**src/design/snake_params.svh**
```systemverilog
`ifndef SNAKE_PARAMS_SVH
`define SNAKE_PARAMS_SVH

`define GRID_SIZE           16

`define SNAKE_MAX_LENGTH    16
`define SNAKE_START_LENGTH  3
`define SNAKE_START_HEAD_X  4
`define SNAKE_START_HEAD_Y  8

`define APPLE_START_X       7
`define APPLE_START_Y       8

// step periods in clock cycles
`define STEP_NORMAL         8
`define STEP_FAST           4
`define STEP_SLOW           16

`define LFSR_SEED           8'hA5

`endif

```
**src/design/snake_pkg.sv**
```systemverilog
package snake_pkg;

    typedef enum logic [1:0] {
        WAIT     = 2'b00,
        RUN      = 2'b01,
        PAUSE    = 2'b10,
        END_GAME = 2'b11
    } game_state_e;

    // UP decrements y, DOWN increments it
    typedef enum logic [1:0] {
        UP    = 2'b00,
        DOWN  = 2'b01,
        LEFT  = 2'b10,
        RIGHT = 2'b11
    } direction_e;

    typedef enum logic [1:0] {
        NORMAL_SPEED = 2'b00,
        FAST_SPEED   = 2'b01,
        SLOW_SPEED   = 2'b10
    } game_speed_e;

    typedef struct packed {
        logic [3:0] y;
        logic [3:0] x;
    } grid_xy_t;

    // one grid cell, seen as coordinates or as a linear index {y, x}
    typedef union packed {
        grid_xy_t   xy;
        logic [7:0] index;
    } grid_cell_u;

endpackage

```
**src/design/apple_gen.sv**
```systemverilog
`timescale 1ns/1ps
`include "snake_params.svh"

module apple_gen (
    input  logic                                            clk,
    input  logic                                            rst_n,
    input  logic                                            restart,
    input  logic                                            apple_hit,
    input  snake_pkg::grid_cell_u [`SNAKE_MAX_LENGTH-1:0]   body,
    input  logic [4:0]                                      length,
    output snake_pkg::grid_cell_u                           apple,
    output logic                                            apple_valid
);

    import snake_pkg::*;

    logic [7:0] lfsr;
    logic [7:0] lfsr_next;
    logic       searching;
    logic       on_body;
    grid_cell_u candidate;

    // x^8 + x^6 + x^5 + x^4 + 1, never reaches zero from a nonzero seed
    assign lfsr_next = {lfsr[6:0], lfsr[7] ^ lfsr[5] ^ lfsr[4] ^ lfsr[3]};

    assign candidate.index = lfsr;

    always_comb begin
        on_body = 1'b0;
        for (int i = 0; i < `SNAKE_MAX_LENGTH; i++) begin
            if (i < length && body[i].index == candidate.index) on_body = 1'b1;
        end
    end

    always_ff @(posedge clk or negedge rst_n) begin
        if (!rst_n) begin
            lfsr        <= `LFSR_SEED;
            apple.index <= {4'(`APPLE_START_Y), 4'(`APPLE_START_X)};
            searching   <= 1'b0;
        end else if (restart) begin
            apple.index <= {4'(`APPLE_START_Y), 4'(`APPLE_START_X)};
            searching   <= 1'b0;
        end else if (apple_hit) begin
            searching <= 1'b1;
            lfsr      <= lfsr_next;
        end else if (searching) begin
            if (on_body) begin
                lfsr <= lfsr_next;
            end else begin
                apple     <= candidate;
                searching <= 1'b0;
            end
        end
    end

    assign apple_valid = ~searching;

endmodule

```
**src/design/button_sync.sv**
```systemverilog
`timescale 1ns/1ps

module button_sync (
    input  logic clk,
    input  logic rst_n,
    input  logic button,
    output logic press
);

    logic sync_meta;
    logic sync_out;
    logic sync_last;

    always_ff @(posedge clk or negedge rst_n) begin
        if (!rst_n) begin
            sync_meta <= 1'b0;
            sync_out  <= 1'b0;
            sync_last <= 1'b0;
        end else begin
            sync_meta <= button;
            sync_out  <= sync_meta;
            sync_last <= sync_out;
        end
    end

    // rising edge of the synchronized level
    assign press = sync_out & ~sync_last;

endmodule

```
**src/design/collision_check.sv**
```systemverilog
`timescale 1ns/1ps
`include "snake_params.svh"

module collision_check (
    input  logic                                            clk,
    input  logic                                            rst_n,
    input  logic                                            step,
    input  snake_pkg::grid_cell_u                           head,
    input  snake_pkg::grid_cell_u                           next_head,
    input  logic                                            edge_out,
    input  snake_pkg::grid_cell_u [`SNAKE_MAX_LENGTH-1:0]   body,
    input  logic [4:0]                                      length,
    input  snake_pkg::grid_cell_u                           apple,
    output logic                                            bad_hit,
    output logic                                            apple_hit
);

    import snake_pkg::*;

    logic       step_d;
    logic       border_d;
    logic       self_hit;
    grid_cell_u target;

    // target of the last step, equal to the head once the move has happened
    always_ff @(posedge clk) begin
        if (step) target <= next_head;
    end

    // segment 0 is the head itself
    always_comb begin
        self_hit = 1'b0;
        for (int i = 1; i < `SNAKE_MAX_LENGTH; i++) begin
            if (i < length && body[i].xy == head.xy) self_hit = 1'b1;
        end
    end

    always_ff @(posedge clk or negedge rst_n) begin
        if (!rst_n) begin
            step_d    <= 1'b0;
            border_d  <= 1'b0;
            bad_hit   <= 1'b0;
            apple_hit <= 1'b0;
        end else begin
            step_d    <= step;
            border_d  <= step & edge_out;
            bad_hit   <= step_d & (border_d | self_hit);
            apple_hit <= step_d & ~border_d & (target.xy == apple.xy);
        end
    end

endmodule

```
**src/design/game_fsm.sv**
```systemverilog
`timescale 1ns/1ps

module game_fsm (
    input  logic                    clk,
    input  logic                    rst_n,
    input  logic                    start_press,
    input  logic                    up_press,
    input  logic                    bad_hit,
    output snake_pkg::game_state_e  game_state,
    output snake_pkg::game_speed_e  game_speed,
    output logic                    restart
);

    import snake_pkg::*;

    game_state_e next_state;

    always_comb begin
        next_state = game_state;
        case (game_state)
            WAIT: begin
                if (start_press) next_state = RUN;
            end
            RUN: begin
                // a crash wins over a pause on the same cycle
                if (bad_hit) begin
                    next_state = END_GAME;
                end else if (start_press) begin
                    next_state = PAUSE;
                end
            end
            PAUSE: begin
                if (start_press) next_state = RUN;
            end
            END_GAME: begin
                if (start_press) next_state = WAIT;
            end
            default: next_state = WAIT;
        endcase
    end

    always_ff @(posedge clk or negedge rst_n) begin
        if (!rst_n) begin
            game_state <= WAIT;
        end else begin
            game_state <= next_state;
        end
    end

    // speed select cycles normal -> fast -> slow, only while waiting
    always_ff @(posedge clk or negedge rst_n) begin
        if (!rst_n) begin
            game_speed <= NORMAL_SPEED;
        end else if (game_state == WAIT && up_press) begin
            case (game_speed)
                NORMAL_SPEED: game_speed <= FAST_SPEED;
                FAST_SPEED:   game_speed <= SLOW_SPEED;
                default:      game_speed <= NORMAL_SPEED;
            endcase
        end
    end

    assign restart = (game_state == END_GAME) && start_press;

endmodule

```
**src/design/snake_body.sv**
```systemverilog
`timescale 1ns/1ps
`include "snake_params.svh"

module snake_body (
    input  logic                                            clk,
    input  logic                                            rst_n,
    input  logic                                            restart,
    input  logic                                            step,
    input  logic                                            up_press,
    input  logic                                            down_press,
    input  logic                                            left_press,
    input  logic                                            right_press,
    input  logic                                            apple_hit,
    input  snake_pkg::game_state_e                          game_state,
    output snake_pkg::grid_cell_u                           head,
    output snake_pkg::grid_cell_u                           next_head,
    output logic                                            edge_out,
    output snake_pkg::grid_cell_u [`SNAKE_MAX_LENGTH-1:0]   body,
    output logic [4:0]                                      length,
    output logic [7:0]                                      score
);

    import snake_pkg::*;

    direction_e dir;
    direction_e pending_dir;
    direction_e press_dir;
    logic       press_valid;

    // head at segment 0, the rest trails to the left and parks on the last start cell
    function automatic grid_cell_u [`SNAKE_MAX_LENGTH-1:0] start_body();
        grid_cell_u [`SNAKE_MAX_LENGTH-1:0] cells;
        for (int i = 0; i < `SNAKE_MAX_LENGTH; i++) begin
            cells[i].xy.y = 4'(`SNAKE_START_HEAD_Y);
            if (i < `SNAKE_START_LENGTH) begin
                cells[i].xy.x = 4'(`SNAKE_START_HEAD_X - i);
            end else begin
                cells[i].xy.x = 4'(`SNAKE_START_HEAD_X - `SNAKE_START_LENGTH + 1);
            end
        end
        return cells;
    endfunction

    always_comb begin
        press_valid = 1'b1;
        press_dir   = pending_dir;
        if (up_press) begin
            press_dir = UP;
        end else if (down_press) begin
            press_dir = DOWN;
        end else if (left_press) begin
            press_dir = LEFT;
        end else if (right_press) begin
            press_dir = RIGHT;
        end else begin
            press_valid = 1'b0;
        end
    end

    assign head = body[0];

    always_comb begin
        next_head = head;
        edge_out  = 1'b0;
        case (pending_dir)
            UP: begin
                edge_out       = (head.xy.y == 4'd0);
                next_head.xy.y = head.xy.y - 4'd1;
            end
            DOWN: begin
                edge_out       = (head.xy.y == 4'(`GRID_SIZE - 1));
                next_head.xy.y = head.xy.y + 4'd1;
            end
            LEFT: begin
                edge_out       = (head.xy.x == 4'd0);
                next_head.xy.x = head.xy.x - 4'd1;
            end
            default: begin
                edge_out       = (head.xy.x == 4'(`GRID_SIZE - 1));
                next_head.xy.x = head.xy.x + 4'd1;
            end
        endcase
    end

    always_ff @(posedge clk or negedge rst_n) begin
        if (!rst_n) begin
            dir         <= RIGHT;
            pending_dir <= RIGHT;
            body        <= start_body();
            length      <= 5'(`SNAKE_START_LENGTH);
            score       <= 8'd0;
        end else if (restart) begin
            dir         <= RIGHT;
            pending_dir <= RIGHT;
            body        <= start_body();
            length      <= 5'(`SNAKE_START_LENGTH);
            score       <= 8'd0;
        end else begin
            // reversal test: opposite directions differ only in bit 0
            if (game_state == RUN && press_valid && press_dir != direction_e'(dir ^ 2'b01)) begin
                pending_dir <= press_dir;
            end
            // an outward move at the border is left to the collision check
            if (step && !edge_out) begin
                dir     <= pending_dir;
                body    <= {body[`SNAKE_MAX_LENGTH-2:0], next_head};
            end
            if (apple_hit) begin
                if (length < 5'(`SNAKE_MAX_LENGTH)) length <= length + 5'd1;
                score <= score + 8'd1;
            end
        end
    end

endmodule

```
**src/design/snake_core.sv**
```systemverilog
`timescale 1ns/1ps
`include "snake_params.svh"

module snake_core (
    input  logic                    clk,
    input  logic                    rst_n,
    input  logic                    button_up,
    input  logic                    button_down,
    input  logic                    button_left,
    input  logic                    button_right,
    input  logic                    button_start,
    input  logic [3:0]              x,
    input  logic [3:0]              y,
    output logic                    apple,
    output logic                    body,
    output logic                    head,
    output logic                    gameover,
    output snake_pkg::game_state_e  game_state,
    output logic [7:0]              score,
    output logic [3:0]              head_x,
    output logic [3:0]              head_y
);

    import snake_pkg::*;

    logic        up_press, down_press, left_press, right_press, start_press;
    logic        restart, step, edge_out, bad_hit, apple_hit, apple_valid;
    logic [4:0]  length;
    game_speed_e game_speed;
    grid_cell_u  head_cell, next_head, apple_cell, query;
    grid_cell_u [`SNAKE_MAX_LENGTH-1:0] body_cells;

    button_sync sync_up    (.clk(clk), .rst_n(rst_n), .button(button_up),    .press(up_press));
    button_sync sync_down  (.clk(clk), .rst_n(rst_n), .button(button_down),  .press(down_press));
    button_sync sync_left  (.clk(clk), .rst_n(rst_n), .button(button_left),  .press(left_press));
    button_sync sync_right (.clk(clk), .rst_n(rst_n), .button(button_right), .press(right_press));
    button_sync sync_start (.clk(clk), .rst_n(rst_n), .button(button_start), .press(start_press));

    game_fsm i_game_fsm (
        .clk(clk), .rst_n(rst_n), .start_press(start_press), .up_press(up_press),
        .bad_hit(bad_hit), .game_state(game_state), .game_speed(game_speed), .restart(restart)
    );

    step_timer i_step_timer (
        .clk(clk), .rst_n(rst_n), .game_state(game_state), .game_speed(game_speed), .step(step)
    );

    snake_body i_snake_body (
        .clk(clk), .rst_n(rst_n), .restart(restart), .step(step),
        .up_press(up_press), .down_press(down_press),
        .left_press(left_press), .right_press(right_press),
        .apple_hit(apple_hit), .game_state(game_state),
        .head(head_cell), .next_head(next_head), .edge_out(edge_out),
        .body(body_cells), .length(length), .score(score)
    );

    apple_gen i_apple_gen (
        .clk(clk), .rst_n(rst_n), .restart(restart), .apple_hit(apple_hit),
        .body(body_cells), .length(length), .apple(apple_cell), .apple_valid(apple_valid)
    );

    collision_check i_collision_check (
        .clk(clk), .rst_n(rst_n), .step(step), .head(head_cell), .next_head(next_head),
        .edge_out(edge_out), .body(body_cells), .length(length), .apple(apple_cell),
        .bad_hit(bad_hit), .apple_hit(apple_hit)
    );

    // pixel query, the apple stays hidden while a new one is being placed
    assign query.index = {y, x};
    assign apple = apple_valid && (apple_cell.index == query.index);
    assign head  = (head_cell.index == query.index);

    always_comb begin
        body = 1'b0;
        for (int i = 1; i < `SNAKE_MAX_LENGTH; i++) begin
            if (i < length && body_cells[i].index == query.index) body = 1'b1;
        end
    end

    assign gameover = (game_state == END_GAME);
    assign head_x   = head_cell.xy.x;
    assign head_y   = head_cell.xy.y;

endmodule

```
**src/design/step_timer.sv**
```systemverilog
`timescale 1ns/1ps
`include "snake_params.svh"

module step_timer (
    input  logic                    clk,
    input  logic                    rst_n,
    input  snake_pkg::game_state_e  game_state,
    input  snake_pkg::game_speed_e  game_speed,
    output logic                    step
);

    import snake_pkg::*;

    logic [4:0] period;
    logic [4:0] count;

    always_comb begin
        case (game_speed)
            FAST_SPEED: period = 5'(`STEP_FAST);
            SLOW_SPEED: period = 5'(`STEP_SLOW);
            default:    period = 5'(`STEP_NORMAL);
        endcase
    end

    always_ff @(posedge clk or negedge rst_n) begin
        if (!rst_n) begin
            count <= 5'd0;
            step  <= 1'b0;
        end else begin
            step <= 1'b0;
            if (game_state == RUN) begin
                if (count == 5'd0) begin
                    step  <= 1'b1;
                    count <= period - 5'd1;
                end else begin
                    count <= count - 5'd1;
                end
            end else if (game_state != PAUSE) begin
                // preload so the first step lands one full period after RUN starts
                count <= period - 5'd1;
            end
        end
    end

endmodule

```
**config.mk**
```make
export PLATFORM = sky130hd
export DESIGN_NAME = snake_core
export DESIGN_NICKNAME = d
export VERILOG_FILES = /design/src/design/snake_pkg.sv /design/src/design/apple_gen.sv /design/src/design/button_sync.sv /design/src/design/collision_check.sv /design/src/design/game_fsm.sv /design/src/design/snake_body.sv /design/src/design/snake_core.sv /design/src/design/step_timer.sv
export VERILOG_INCLUDE_DIRS = /design/src /design/src/design
export SDC_FILE = /design/constraint.sdc
export NUM_CORES = 1
export LEC_CHECK = 0
export ABC_AREA = 1
export BUFFER_PORTS_ARGS = -buffer_cell sky130_fd_sc_hd__buf_2
export CAP_MARGIN = 10
export CORE_MARGIN = 3
export CORE_UTILIZATION = 47
export DETAILED_ROUTE_END_ITERATION = 16
export MAX_ROUTING_LAYER = met4
export PLACE_DENSITY_LB_ADDON = 0.12
export RECOVER_POWER = 50
export SLEW_MARGIN = 20
export SYNTH_ARGS = -nofsm -noshare
export SYNTH_HDL_FRONTEND = slang
export SYNTH_SLANG_ARGS = --single-unit
```
**constraint.sdc**
```tcl
create_clock -name clk -period 2.4 [get_ports clk]
set_input_delay 0.36 -clock clk [delete_from_list [all_inputs] [get_ports clk]]
set_output_delay 0.36 -clock clk [all_outputs]
set_load 0.01 [all_outputs]
```
# == Word level (Yosys, flattened, before mapping) ==
# Index checks and enable logic that the tools add are counted.
# op_classes
addsub,8
n_mul,0
div,0
magnitude_cmp,17
eq_ne,65
shift,0
n_mux,91
n_bitwise,22
reduce_logical,73
# op_table
operator,count
equality test 8 bit,49
2-to-1 mux 128 bit,2
2-to-1 mux 8 bit,9
2-to-1 mux 1 bit,56
logical AND 1 bit,52
less-than comparator 4 x 5 -> 1 bit (first input constant),8
2-to-1 mux 5 bit,6
2-to-1 mux 2 bit,12
less-than comparator 3 x 5 -> 1 bit (first input constant),4
one-hot mux 4 bit (2 select lines),2
nonzero test 2 bit,8
less-than comparator 1 x 5 -> 1 bit (first input constant),2
less-than comparator 2 x 5 -> 1 bit (first input constant),2
one-hot mux 5 bit (2 select lines),1
subtractor 5 x 1 -> 5 bit (second input constant),2
bitwise AND 1 bit,9
inverter 1 bit,9
AND reduction 3 bit,3
adder 4 x 1 -> 4 bit (second input constant),2
adder 8 x 1 -> 8 bit (second input constant),1
equality test 2 bit (second input constant),4
equality test 4 bit (second input constant),2
zero test 4 bit,2
subtractor 4 x 1 -> 4 bit (second input constant),2
other kinds (17),27
# totals
regBits,199
latchBits,0
ramBits,0
rom_bits,0
input_bits,15
out_inout_bits,22
elab_cells,323
n_memories,0

# == Longest topological paths before layout ==
# Gate-level depths: netlist of the first run.
# logic_depth
ltp_word,22
ltp_mapped,15
ltp_nobuf,15

# == Hierarchy ==
# Synthesis of the first run repeated with hierarchy kept, for this count alone.
# unflattened
hier_cells,2111
hier_area_um2,15553.7
# by_module_without_submodules
module,instances,cells_each,area_each_um2,seq_area_each_um2
snake_body,1,781,6979.2,3677.3
apple_gen,1,436,2894.0,435.4
collision_check,1,408,2467.4,340.3
snake_core,1,389,2239.6,0.0
button_sync,5,5,85.1,75.1
step_timer,1,47,355.3,150.1
game_fsm,1,25,192.7,100.1

# == Worst setup path after synthesis of the first run ==
# OpenSTA, ideal clock, no wires.
# synth_path
kind,flip-flop to flip-flop
startpoint,register i_snake_body.pending_dir[0]
endpoint,"register i_snake_body.body, in the netlist i_snake_body.head[7]"
setup_ns,0.092
t_arrival_ns,1.934
t_required_ns,2.308
setup_slack_ns,0.374
stages_incl_launch_ff,15
path_buffers,1
synth_period_minus_slack_ns,2.026
cell_sequence,dfstp_2 > buf_2 > inv_2 > nor2_2 > inv_1 > ha_1 > nand2_1 > nand2_1 > a21oi_1 > nand2_1 > nand2_1 > nor2_1 > xor2_1 > o21ai_0 > o21ai_0
# synth_lines
item,line_no,text
from (decl),snake_body.sv:26,direction_e pending_dir;
from (signal assigned),snake_body.sv:101,pending_dir <= press_dir;
to (signal assigned),snake_body.sv:89,body <= start_body();
to (signal assigned),snake_body.sv:95,body <= start_body();
to (signal assigned),snake_body.sv:106,"body <= {body[`SNAKE_MAX_LENGTH-2:0], next_head};"
to (decl),snake_body.sv:18,"output snake_pkg::grid_cell_u [`SNAKE_MAX_LENGTH-1:0] body,"

# == Worst setup path after layout of the first run ==
# layout_path
startpoint,"register i_snake_body.body, in the netlist i_snake_body.head[4]"
endpoint,output head
# layout_via
elab_chain_len,1
# layout_lines
item,line_no,text
equality test 8 bit,snake_core.sv:71,assign head = (head_cell.index == query.index);
to (decl),snake_core.sv:16,"output logic head,"
# Every way passes these cells.

==> out/qor.csv, run 1 <==
stage,metric,value,unit
outcome,outcome,"finished, violations left",
outcome,failing checks,"capacitance limit, slew limit, setup timing",
route,drt wl/cell,24.7,microns
synth,Mapped Cells,2037,
timing,final hold vios,0,
layout,# nets final,2144,
setup_path,Reg2Reg Setup Slack,-210,ps
hold_path,hold crit path type,reg -> reg,
power,Pleak,7.99,nW
layout,# diodes,0,
grt,All-Layer GR Usage,39.2,%
timing,Final setup viols,143,
clock_network,Clock Path Buffers,2,
route,DRT Wirelength,62400,microns
placed_design,dpl ws,68.3,ps
synth,syn nets,2061,
synth,synthesized flop and latch total,199,
synth,Synth cell types,55,
floorplan,I/O pin count,37,
synth,asr flop ratio synth,96.0,%
setup_path,RR Startpoint,i_snake_body.head[4],
setup_path,Setup Crit Path Kind,reg -> out,
placed_design,placed instance count,2464,
synth,Post-Syn Area per Cell,7.03,sq um
timing,final setup TNS,-11790,ps
synth,Main synth FF type,dfrtp_1,
power,total power,13.9,mW
clock_network,Root Driver,clkbuf_16,
placed_design,dpl cell area,15500,sq um
power,peak supply drop,0.000654,V
setup_path,Startpoint Class,register,
layout,Multi-input gate area,7930,sq um
placed_design,routability cong.,1.06,
grt,first-pass GRT wire length,92900,microns
clock_network,TritonCTS Buffers,17,
timing,Worst Skew,13.7,ps
clock_network,"Clk Latency, worst-skew pair",470,ps
clock_network,clock sinks,199,
setup_path,crit path from,i_snake_body.head[4],
layout,"commonest non-fill, non-tap cell in the layout",nand2_1,
placed_design,Detailed Place HPWL,44700,microns
timing,min Tclk post-route,2640,ps
layout,Layout Utilization,54.8,%
grt,number of global-route vias before repair,14101,
grt,pin count of the biggest net entering global routing,67,
placed_design,IO buf count,36,
route,First-pass DRT Iterations,6,
grt,initial antenna violation count,0,
layout,Final Instance Area,16400,sq um
setup_path,"Req. time, crit path",2040,ps
floorplan,Die Span Y,181,microns
timing,hold slack,347,ps
synth,Post-synth EDFFs,8,
synth,YS warnings,0,
timing,RSZ-0062 raised after global routing,true,
clock_network,"CTS clk-pin slew, worst paths",80,ps
synth,Synth Cell Area,14300,sq um
synth,post-synth top area cell,dfrtp_1,
setup_path,reg2reg path depth,8,
floorplan,Die ar.,32600,sq um
power,pwr dens,849,nW/um^2
clock_network,H-tree Lvls,4,
layout,FF+latch area,5080,sq um
layout,"non-filler cells, final",2523,
setup_path,CP endpoint kind,output port,
route,number of remaining DRC errors,0,
route,Initial DRC Count,1932,
synth,Area contributors post-synth,"dfrtp_1, nand2_1, dfstp_2, xor2_1, nor2_1",
floorplan,core area,29900,sq um
setup_path,WP data arrival,2280,ps
grt,GRT overflow,0,
floorplan,die width,181,microns
floorplan,starting density of the core,47.9,%
clock_network,CTS tree,built,
timing,worst slew pin tran,1930,ps
floorplan,FP Rows,63,
setup_path,reg2reg end,i_snake_body.body[81],
synth,register area share after synthesis,35.5,%
synth,Synth top area share,25.2,%
timing,PnR worst setup slack,-235,ps
timing,fin. max-slew vios,67,
setup_path,CP endpoint,head,
route,vias per cell,5.86,
route,DRT antenna net count,0,
layout,"commonest non-fill, non-tap cells in the layout","nand2_1, nor2_1, inv_1",
run,Max Cap Viol,1,
layout,Fill cells,2920,
layout,share of post-route cells with drive strength above 1,15.7,%
setup_path,maximum fanout along the worst path,21,
route,vias,14785,
timing,Final period util,110,%
timing,Max Freq,0.379,GHz
timing,Worst slew margin,-28.8,%
layout,Area Growth Syn to Fin,14.4,%
[flip-flops by register name, indices dropped and copies added (netlist names), 2 cells and up]
signal	cells
i_apple_gen.apple	8
i_apple_gen.candidate	8
i_game_fsm.game_speed	2
i_collision_check.target	8
i_snake_body.dir	2
i_game_fsm.game_state	2
i_snake_body.body	120
i_step_timer.count	5
i_snake_body.length	5
i_snake_body.score	8
i_snake_body.head	8
i_snake_body.pending_dir	2
[cell families (layout without fill, tap and decap cells)]
group	count (synthesis)	count (layout)	synth area share (%)
compound gates	260	260	10.6
xor+xnor	189	189	11.6
fa+ha+maj	9	9	0.891
buf+inv	313	409	9.89
flops	199	199	35.5
simple gates	1067	1067	31.6
[power breakdown]
group	leakage [nW]	switching [mW]	internal, mW
Combinational	5.18	3.94	2.22
Clock	0.286	1.56	1.39
Sequential	2.52	0.712	4.09
Total	7.99	6.21	7.70
[synthesized netlist by cell type, types with 3 or more instances]
cell type  number
inv_1         179
nor2_4          5
xnor2_1        81
edfxtp_1        8
a211oi_1        3
o21ai_1        15
o2111ai_1       5
nand2_2         4
inv_2          11
a221oi_1        3
xor2_1        108
buf_6          11
dfstp_2        47
buf_4          28
o211ai_1        3
nand2_4         4
nor3_1         39
clkbuf_1       32
and2_1          4
clkinv_1        6
a21oi_2        23
buf_2          38
buf_1           4
a21oi_1        39
ha_1            7
nand4_1        62
nand2_1       616
dfrtp_1       144
nor4_1         11
nand3_1        99
o21ai_0       118
o22ai_1        43
nor2_1        211
[cell type report]
class,count,area share (%)
Clock buffer,17,2.60
Sequential cell,199,31.0
Inverter,198,4.64
Clock inverter,15,0.932
Multi-Input combinational cell,1525,48.4
Tap cell,390,2.98
Timing Repair Buffer,179,9.39
[metal layers]
metal	vias up	GRT usage, %	wire, microns
li1	6661	-	-
met1	7059	51.7	25300
met2	833	56.7	26600
met3	232	9.69	6820
met4	0	18.4	3720
met5	-	-	0
[worst max-delay path, cell delays in order (launching register included)]
cell and delay [ps]:
dfrtp_1 400, clkbuf_2 570, xor2_1 350, nor4_1 290, buf_2 190
[what timing repair did]
item,4_1_cts,5_1_grt
setup endpoints to repair,2,22
resized for setup,24,15
cloned,0,0
endpoints found under the hold margin,47,1
pin swaps,13,3
hold buffers,5,1
buffers inserted,12,10
[worst min path at each step]
stage                         startpoint                    to  cells after the start
floorplan                          rst_n  i_apple_gen.apple[3]                      0
global placement     sync_down.sync_meta    sync_down.sync_out                      0
detailed placement  sync_right.sync_meta   sync_right.sync_out                      0
CTS                          button_left   sync_left.sync_meta                      1
global route        sync_right.sync_meta   sync_right.sync_out                      0
finish              sync_right.sync_meta   sync_right.sync_out                      0
No activity file was read; power rests on OpenSTA's default activity.
==> inputs of run 2 (changes only) <==
- ABC_AREA: 1 -> not set
- CORE_MARGIN: 3 -> 5
==> out/qor.csv, run 2 <==
stage,metric,value,unit,change
timing,final setup TNS,-19910,ps,was -11790 ps
synth,syn nets,1656,,was 2061
layout,Multi-input gate area,7880,sq um,was 7930 sq um
synth,Mapped Cells,1632,,was 2037
floorplan,FP Rows,62,,was 63
setup_path,Critical Path Max Stage Delay,410,ps,was 570 ps
timing,Final period util,118,%,was 110%
timing,Final setup viols,146,,was 143
layout,share of post-route cells with drive strength above 1,22.8,%,was 15.7%
synth,Area contributors post-synth,"dfrtp_1, xnor2_1, dfstp_2, nand2_1, xor2_1",,"was dfrtp_1, nand2_1, dfstp_2, xor2_1, nor2_1"
floorplan,die width,181,microns,about the same
setup_path,Startpoint Class,register,,unchanged
layout,Fill cells,2647,,was 2920
outcome,outcome,"finished, violations left",,unchanged
timing,fin. max-slew vios,55,,was 67
setup_path,"Max stage delay cell, worst path",or3_4,,was clkbuf_2
route,Initial DRC Count,1046,,was 1932
hold_path,hold crit path type,reg -> reg,,unchanged
layout,"non-filler cells, final",2054,,was 2523
route,vias,11617,,was 14785
power,Switching Power,4.55,mW,was 6.21 mW
power,peak supply drop,0.000621,V,was 0.000654 V
timing,final hold vios,0,,unchanged
layout,Area Growth Syn to Fin,19.3,%,was 14.4%
synth,post-synth top area cell,dfrtp_1,,unchanged
grt,GR Util met1,38.5,%,was 51.7%
power,Clk pwr share,23.9,%,was 21.2%
setup_path,WP data arrival,2460,ps,was 2280 ps
grt,All-Layer GR Usage,28.6,%,was 39.2%
floorplan,Die ar.,32900,sq um,was 32600 sq um
placed_design,IO buf count,36,,unchanged
clock_network,Clock Path Buffers,2,,unchanged
synth,Post-Syn Area per Cell,8.47,sq um,was 7.03 sq um
timing,Max Freq,0.354,GHz,was 0.379 GHz
synth,synthesized flop and latch total,199,,unchanged
grt,first-pass GRT wire length,70400,microns,was 92900 microns
setup_path,crit path cell chain,"buf_6, or3_4, nand4_1, o311ai_4, nor4_2, nand4_1, buf_2",,"was clkbuf_2, xor2_1, nor4_1, buf_2"
power,combinational share of power,36.6,%,was 44.3%
clock_network,"CTS clk-pin slew, worst paths",80,ps,about the same
synth,"top cells by count, synth","xnor2_1, nand2_1, dfrtp_1, clkbuf_1, a21oi_1",,"was nand2_1, nor2_1, inv_1, dfrtp_1, o21ai_0"
route,number of remaining DRC errors,0,,unchanged
route,drt wl/cell,22.6,microns,was 24.7 microns
setup_path,Worst Path Buf+Inv,2,,unchanged
floorplan,core area,28900,sq um,was 29900 sq um
grt,met2 track demand over resource,44.2,%,was 56.7%
clock_network,clock sinks,199,,unchanged
layout,"commonest non-fill, non-tap cell in the layout",xnor2_1,,was nand2_1
setup_path,"most used cell, CP",nand4_1,,
floorplan,I/O pin count,37,,unchanged
grt,pin count of the biggest net entering global routing,55,,was 67
layout,"commonest non-fill, non-tap cells in the layout","xnor2_1, nand2_1, buf_4",,"was nand2_1, nor2_1, inv_1"
grt,GR Util met3,5.12,%,was 9.69%
power,total power,12.2,mW,was 13.9 mW
layout,max FFs per register,120,,unchanged
placed_design,dpl ws,-338,ps,was 68.3 ps
floorplan,starting density of the core,47.9,%,about the same
route,DRT antenna net count,0,,unchanged
layout,# nets final,1680,,was 2144
layout,FF+latch area,5090,sq um,was 5080 sq um
floorplan,Die Span Y,181,microns,about the same
timing,Worst slew margin,-2.60,%,was -28.8%
placed_design,routability cong.,0.981,,was 1.06
synth,asr flop ratio synth,96.0,%,unchanged
clock_network,TritonCTS Buffers,17,,unchanged
power,Pleak,6.63,nW,was 7.99 nW
placed_design,placed instance count,1979,,was 2464
outcome,failing checks,"capacitance limit, slew limit, setup timing",,unchanged
synth,top-count cell post-synth,xnor2_1,,was nand2_1
power,sequential share of power,39.5,%,was 34.5%
setup_path,Setup Crit Path Kind,reg -> out,,unchanged
synth,register area share after synthesis,36.8,%,was 35.5%
synth,YS warnings,0,,unchanged
timing,worst slew pin tran,1540,ps,was 1930 ps
power,internal power,7.66,mW,was 7.70 mW
setup_path,"Req. time, crit path",2040,ps,about the same
route,DRT Wirelength,46400,microns,was 62400 microns
setup_path,maximum fanout along the worst path,4,,was 21
setup_path,"delay-heaviest family, CP",simple AND/OR/NAND/NOR gates,,was buffers and inverters
synth,Synth cell types,50,,was 55
synth,Synth Cell Area,13800,sq um,was 14300 sq um
grt,initial antenna violation count,1,,was 0
synth,Main synth FF type,dfrtp_1,,unchanged
grt,GRT overflow,0,,unchanged
placed_design,Detailed Place HPWL,31600,microns,was 44700 microns
timing,min Tclk post-route,2820,ps,was 2640 ps
synth,Synth top area share,26.1,%,was 25.2%
synth,Post-synth EDFFs,8,,unchanged
grt,Top Usage Layer GRT,met2,,unchanged
setup_path,CP endpoint kind,output port,,unchanged
layout,Top reg by flops,i_snake_body.body,,unchanged
clock_network,H-tree Lvls,4,,unchanged
route,First-pass DRT Iterations,5,,was 6
grt,number of global-route vias before repair,11367,,was 14101
power,pwr dens,741,nW/um^2,was 849 nW/um^2
clock_network,"Clk Latency, worst-skew pair",480,ps,was 470 ps
route,vias per cell,5.66,,was 5.86
run,Max Cap Viol,1,,unchanged
timing,Worst Skew,24.5,ps,was 13.7 ps
timing,RSZ-0062 raised after global routing,true,,unchanged
clock_network,Root Driver,clkbuf_16,,unchanged
timing,hold slack,351,ps,was 347 ps
clock_network,CTS tree,built,,unchanged
timing,PnR worst setup slack,-422,ps,was -235 ps
power,sw frac,37.3,%,was 44.6%
==> run 2: changes by cell type after synthesis, sizes merged, moves of 28 or more <==
cell	change
o22ai	-43
clkbuf	+105
nor2	-191
nand2	-346
xnor2	+237
inv	-181
nand3	-28
a21oi	+61
o21ai	-114
==> run 2: final cells by class <==
cell class | count | share of cell area [%]
multi-input combinational | 1181 | 47.8
tap | 384 | 2.92
clock buffer | 18 | 2.60
timing repair buffer | 247 | 14.5
antenna | 1 | 0.0152
sequential | 199 | 30.9
clock inverter | 14 | 1.00
inverter | 10 | 0.228
==> run 2: worst paths after layout <==
| path | start | to | slack [ps] | cells past startpoint |
|---|---|---|---|---|
| worst min-delay path | sync_right.sync_meta | sync_right.sync_out | 350 | 0 |
| worst max register to register | i_snake_body.pending_dir[1] | i_snake_body.body[51] | -200 | 6 |
| worst max-delay path | i_snake_body.length[3] | body | -420 | 7 |
| max in group asynchronous | rst_n | i_snake_body.head[6] | 300 | 3 |
| min in group asynchronous | rst_n | i_snake_body.body[61] | 800 | 2 |
| worst min register to register | sync_right.sync_meta | sync_right.sync_out | 350 | 0 |
==> run 2: cell families after synthesis <==
| group | Yosys count | share of synthesized area, % |
|---|---|---|
| AND/OR/NAND/NOR | 580 | 20.1 |
| AO/OA/AOI/OAI | 168 | 6.55 |
| XOR/XNOR | 414 | 26.2 |
| multiplexers | 9 | 0.761 |
| buffers and inverters | 253 | 8.66 |
| adder cells (fa/ha/maj) | 9 | 0.924 |
| flip-flops | 199 | 36.8 |
==> run 2: routing by layer <==
| layer | share of wire, % | up-vias |
|---|---|---|
| met5 | 0 | - |
| met4 | 2.8 | 0 |
| met3 | 6.6 | 87 |
| met2 | 47 | 421 |
| met1 | 44 | 5758 |
| li1 | - | 5351 |
==> run 2: power groups by stage <==
stage,clock network (mW),logic (mW),registers (mW)
6_report,2.91,4.47,4.83
5_1_grt,3.11,4.83,4.89
4_1_cts,2.97,4.21,4.85
3_5_place_dp,0,4.11,4.92
3_3_place_gp,0,4.06,4.92
2_1_floorplan,0,3.31,4.28
==> run 2: through the flow <==
step,util (%),cell area (sq um)
3_5_place_dp,52.4,15100
5_1_grt,57.1,16500
4_1_cts,55.5,16000
3_3_place_gp,52.4,15100
6_report,57.1,16500
2_1_floorplan,-,13800
==> run 2: repair_timing <==
item / 4_1_cts / 5_1_grt
pin swaps: 8 / 35
endpoints found under the setup margin: 32 / 41
buffers inserted: 10 / 22
hold buffers: 6 / 0
endpoints found under the hold margin: 42 / 0
gates resized for setup: 25 / 60
cloned: 0 / 4
==> run 2: worst reg2reg max path, delay by kind of cell (launching register included) <==
family	cells	cell delay, ps
buffers and inverters	2	760
multiplexers	1	690
flip-flops	1	530
AND/OR/NAND/NOR	2	380
AO/OA/AOI/OAI	1	70
==> inputs of run 3 (changes only) <==
- RECOVER_POWER: 50 -> 100
==> out/qor.csv, run 3 (synthesized netlist as in run 2, its figures left out) <==
stage,metric,value,unit,change
power,internal power,7.61,mW,was 7.66 mW
outcome,failing checks,"capacitance limit, slew limit, setup timing",,unchanged
power,sequential share of power,39.6,%,was 39.5%
route,drt wl/cell,22.6,microns,about the same
route,number of remaining DRC errors,0,,unchanged
power,peak supply drop,0.000615,V,was 0.000621 V
timing,Worst slew margin,-2.13,%,was -2.60%
setup_path,CP endpoint kind,output port,,unchanged
placed_design,routability cong.,0.981,,unchanged
timing,Worst Skew,24.8,ps,was 24.5 ps
clock_network,Clock Path Buffers,2,,unchanged
floorplan,starting density of the core,47.9,%,unchanged
route,vias per cell,5.64,,was 5.66
timing,Final setup viols,149,,was 146
floorplan,Die Span Y,181,microns,unchanged
route,DRT antenna net count,0,,unchanged
grt,GRT overflow,0,,unchanged
setup_path,Critical Path Max Stage Delay,380,ps,was 410 ps
setup_path,Worst Path Buf+Inv,2,,unchanged
power,Pleak,6.55,nW,was 6.63 nW
setup_path,maximum fanout along the worst path,9,,was 4
power,sw frac,37.5,%,was 37.3%
grt,number of global-route vias before repair,11367,,unchanged
clock_network,clock sinks,199,,unchanged
power,pwr dens,742,nW/um^2,was 741 nW/um^2
timing,fin. max-slew vios,55,,unchanged
power,Clk pwr share,24.0,%,was 23.9%
power,total power,12.2,mW,about the same
timing,min Tclk post-route,2830,ps,was 2820 ps
timing,Max Freq,0.353,GHz,was 0.354 GHz
placed_design,Detailed Place HPWL,31600,microns,unchanged
hold_path,hold crit path type,reg -> reg,,unchanged
layout,share of post-route cells with drive strength above 1,21.6,%,was 22.8%
grt,initial antenna violation count,1,,unchanged
timing,Final period util,118,%,about the same
route,Initial DRC Count,1050,,was 1046
floorplan,FP Rows,62,,unchanged
clock_network,CTS tree,built,,unchanged
layout,# nets final,1680,,unchanged
clock_network,TritonCTS Buffers,17,,unchanged
layout,max FFs per register,120,,unchanged
clock_network,Root Driver,clkbuf_16,,unchanged
timing,final hold vios,0,,unchanged
outcome,outcome,"finished, violations left",,unchanged
power,Switching Power,4.56,mW,was 4.55 mW
layout,"commonest non-fill, non-tap cell in the layout",xnor2_1,,unchanged
floorplan,die width,181,microns,unchanged
layout,Top reg by flops,i_snake_body.body,,unchanged
placed_design,dpl cell area,15100,sq um,unchanged
clock_network,H-tree Lvls,4,,unchanged
setup_path,crit path cell chain,"buf_4, or3_4, nand4_1, o311ai_4, nor4_2, nand4_1, buf_2",,"was buf_6, or3_4, nand4_1, o311ai_4, nor4_2, nand4_1, buf_2"
clock_network,"CTS clk-pin slew, worst paths",80,ps,about the same
setup_path,WP data arrival,2470,ps,was 2460 ps
route,vias,11584,,was 11617
setup_path,Setup Crit Path Kind,reg -> out,,unchanged
grt,first-pass GRT wire length,70400,microns,unchanged
grt,All-Layer GR Usage,28.6,%,unchanged
layout,Final Instance Area,16400,sq um,was 16500 sq um
setup_path,Startpoint Class,register,,unchanged
clock_network,"Clk Latency, worst-skew pair",480,ps,about the same
timing,PnR worst setup slack,-432,ps,was -422 ps
timing,RSZ-0062 raised after global routing,true,,unchanged
power,combinational share of power,36.5,%,was 36.6%
layout,Area Growth Syn to Fin,18.8,%,was 19.3%
timing,worst slew pin tran,1530,ps,was 1540 ps
floorplan,Die ar.,32900,sq um,unchanged
floorplan,I/O pin count,37,,unchanged
run,Max Cap Viol,1,,unchanged
floorplan,core area,28900,sq um,unchanged
route,First-pass DRT Iterations,5,,unchanged
grt,pin count of the biggest net entering global routing,55,,unchanged
layout,Fill cells,2661,,was 2647
setup_path,"Req. time, crit path",2040,ps,about the same
setup_path,"Max stage delay cell, worst path",dfrtp_1,,was or3_4
setup_path,"delay-heaviest family, CP",simple AND/OR/NAND/NOR gates,,unchanged
setup_path,"most used cell, CP",nand4_1,,unchanged
route,DRT Wirelength,46300,microns,was 46400 microns
layout,"commonest non-fill, non-tap cells in the layout","xnor2_1, nand2_1, dfrtp_1",,"was xnor2_1, nand2_1, buf_4"
placed_design,IO buf count,36,,unchanged
==> run 3: cell types whose count changed in the layout (fill, tap and decap cells not counted), moves of 2 or more <==
| cell | before | now |
|---|---|---|
| and2_0 | 0 | 2 |
| and2_1 | 3 | 1 |
| buf_12 | 42 | 40 |
| buf_2 | 35 | 24 |
| buf_4 | 142 | 135 |
| clkbuf_1 | 3 | 18 |
| clkbuf_2 | 5 | 9 |
| dfstp_1 | 0 | 4 |
| dfstp_2 | 46 | 43 |
==> run 3: layout make-up <==
class	count	area, sq um	area share (%)
multi-input cells	1181	7880	48.0
flip-flops and latches	199	5080	31.0
repair buffers	247	2330	14.2
well taps	384	480	2.93
clock buffers	18	429	2.61
clock inverters	14	165	1.01
inverters	10	37.5	0.229
diodes	1	2.50	0.0152
==> run 3: metal layers <==
metal | track usage [%] | routed length [microns]
met1 | 38.5 | 20500
met2 | 44.2 | 21400
met3 | 5.12 | 2900
met4 | 9.07 | 1470
met5 | - | 0
==> run 3: power groups by stage <==
stage	registers [mW]	clock network [mW]	logic, mW
after floorplan	4.28	0	3.31
after global placement	4.92	0	4.06
after detailed placement	4.92	0	4.11
after CTS	4.85	2.97	4.21
after global routing	4.88	3.11	4.79
final	4.81	2.92	4.44
==> run 3: worst paths after layout <==
path / slack (ps) / end / from / depth (start not counted)
worst min-delay path: 350 / sync_right.sync_out / sync_right.sync_meta / 0
max in group asynchronous: 310 / i_snake_body.head[6] / rst_n / 3
worst min register to register: 350 / sync_right.sync_out / sync_right.sync_meta / 0
min in group asynchronous: 800 / i_snake_body.body[61] / rst_n / 2
worst max register to register: -230 / i_snake_body.body[51] / i_snake_body.pending_dir[1] / 6
worst max-delay path: -430 / body / i_snake_body.length[4] / 7
==> run 3: what timing repair did <==
action,in CTS,in global routing
gates cloned,0,4
resized for setup,25,60
hold buffers,6,0
hold endpoints to repair,42,0
setup buffers,10,22
pin swaps,8,35
setup endpoints to repair,32,41
==> run 3: metrics by stage <==
stage | util [%] | instances | hold slack, ps | setup WS, ps | TNS [ps]
2_1_floorplan | - | 1632 | 64.4 | 28.9 | 0
3_3_place_gp | 52.4 | 1979 | 334 | -338 | -4860
3_5_place_dp | 52.4 | 1979 | 335 | -338 | -4890
4_1_cts | 55.5 | 2027 | 352 | -492 | -1220
5_1_grt | 56.9 | 2054 | 364 | -487 | -42680
6_report | 56.9 | 2054 | 351 | -432 | -22410
==> run 3: worst register-to-register path: cells and delay by family (launching register included) <==
kind,cells,cell delay (ps)
flops,1,530
compound gates,1,70
mux,1,690
simple gates,2,380
buf+inv,2,770
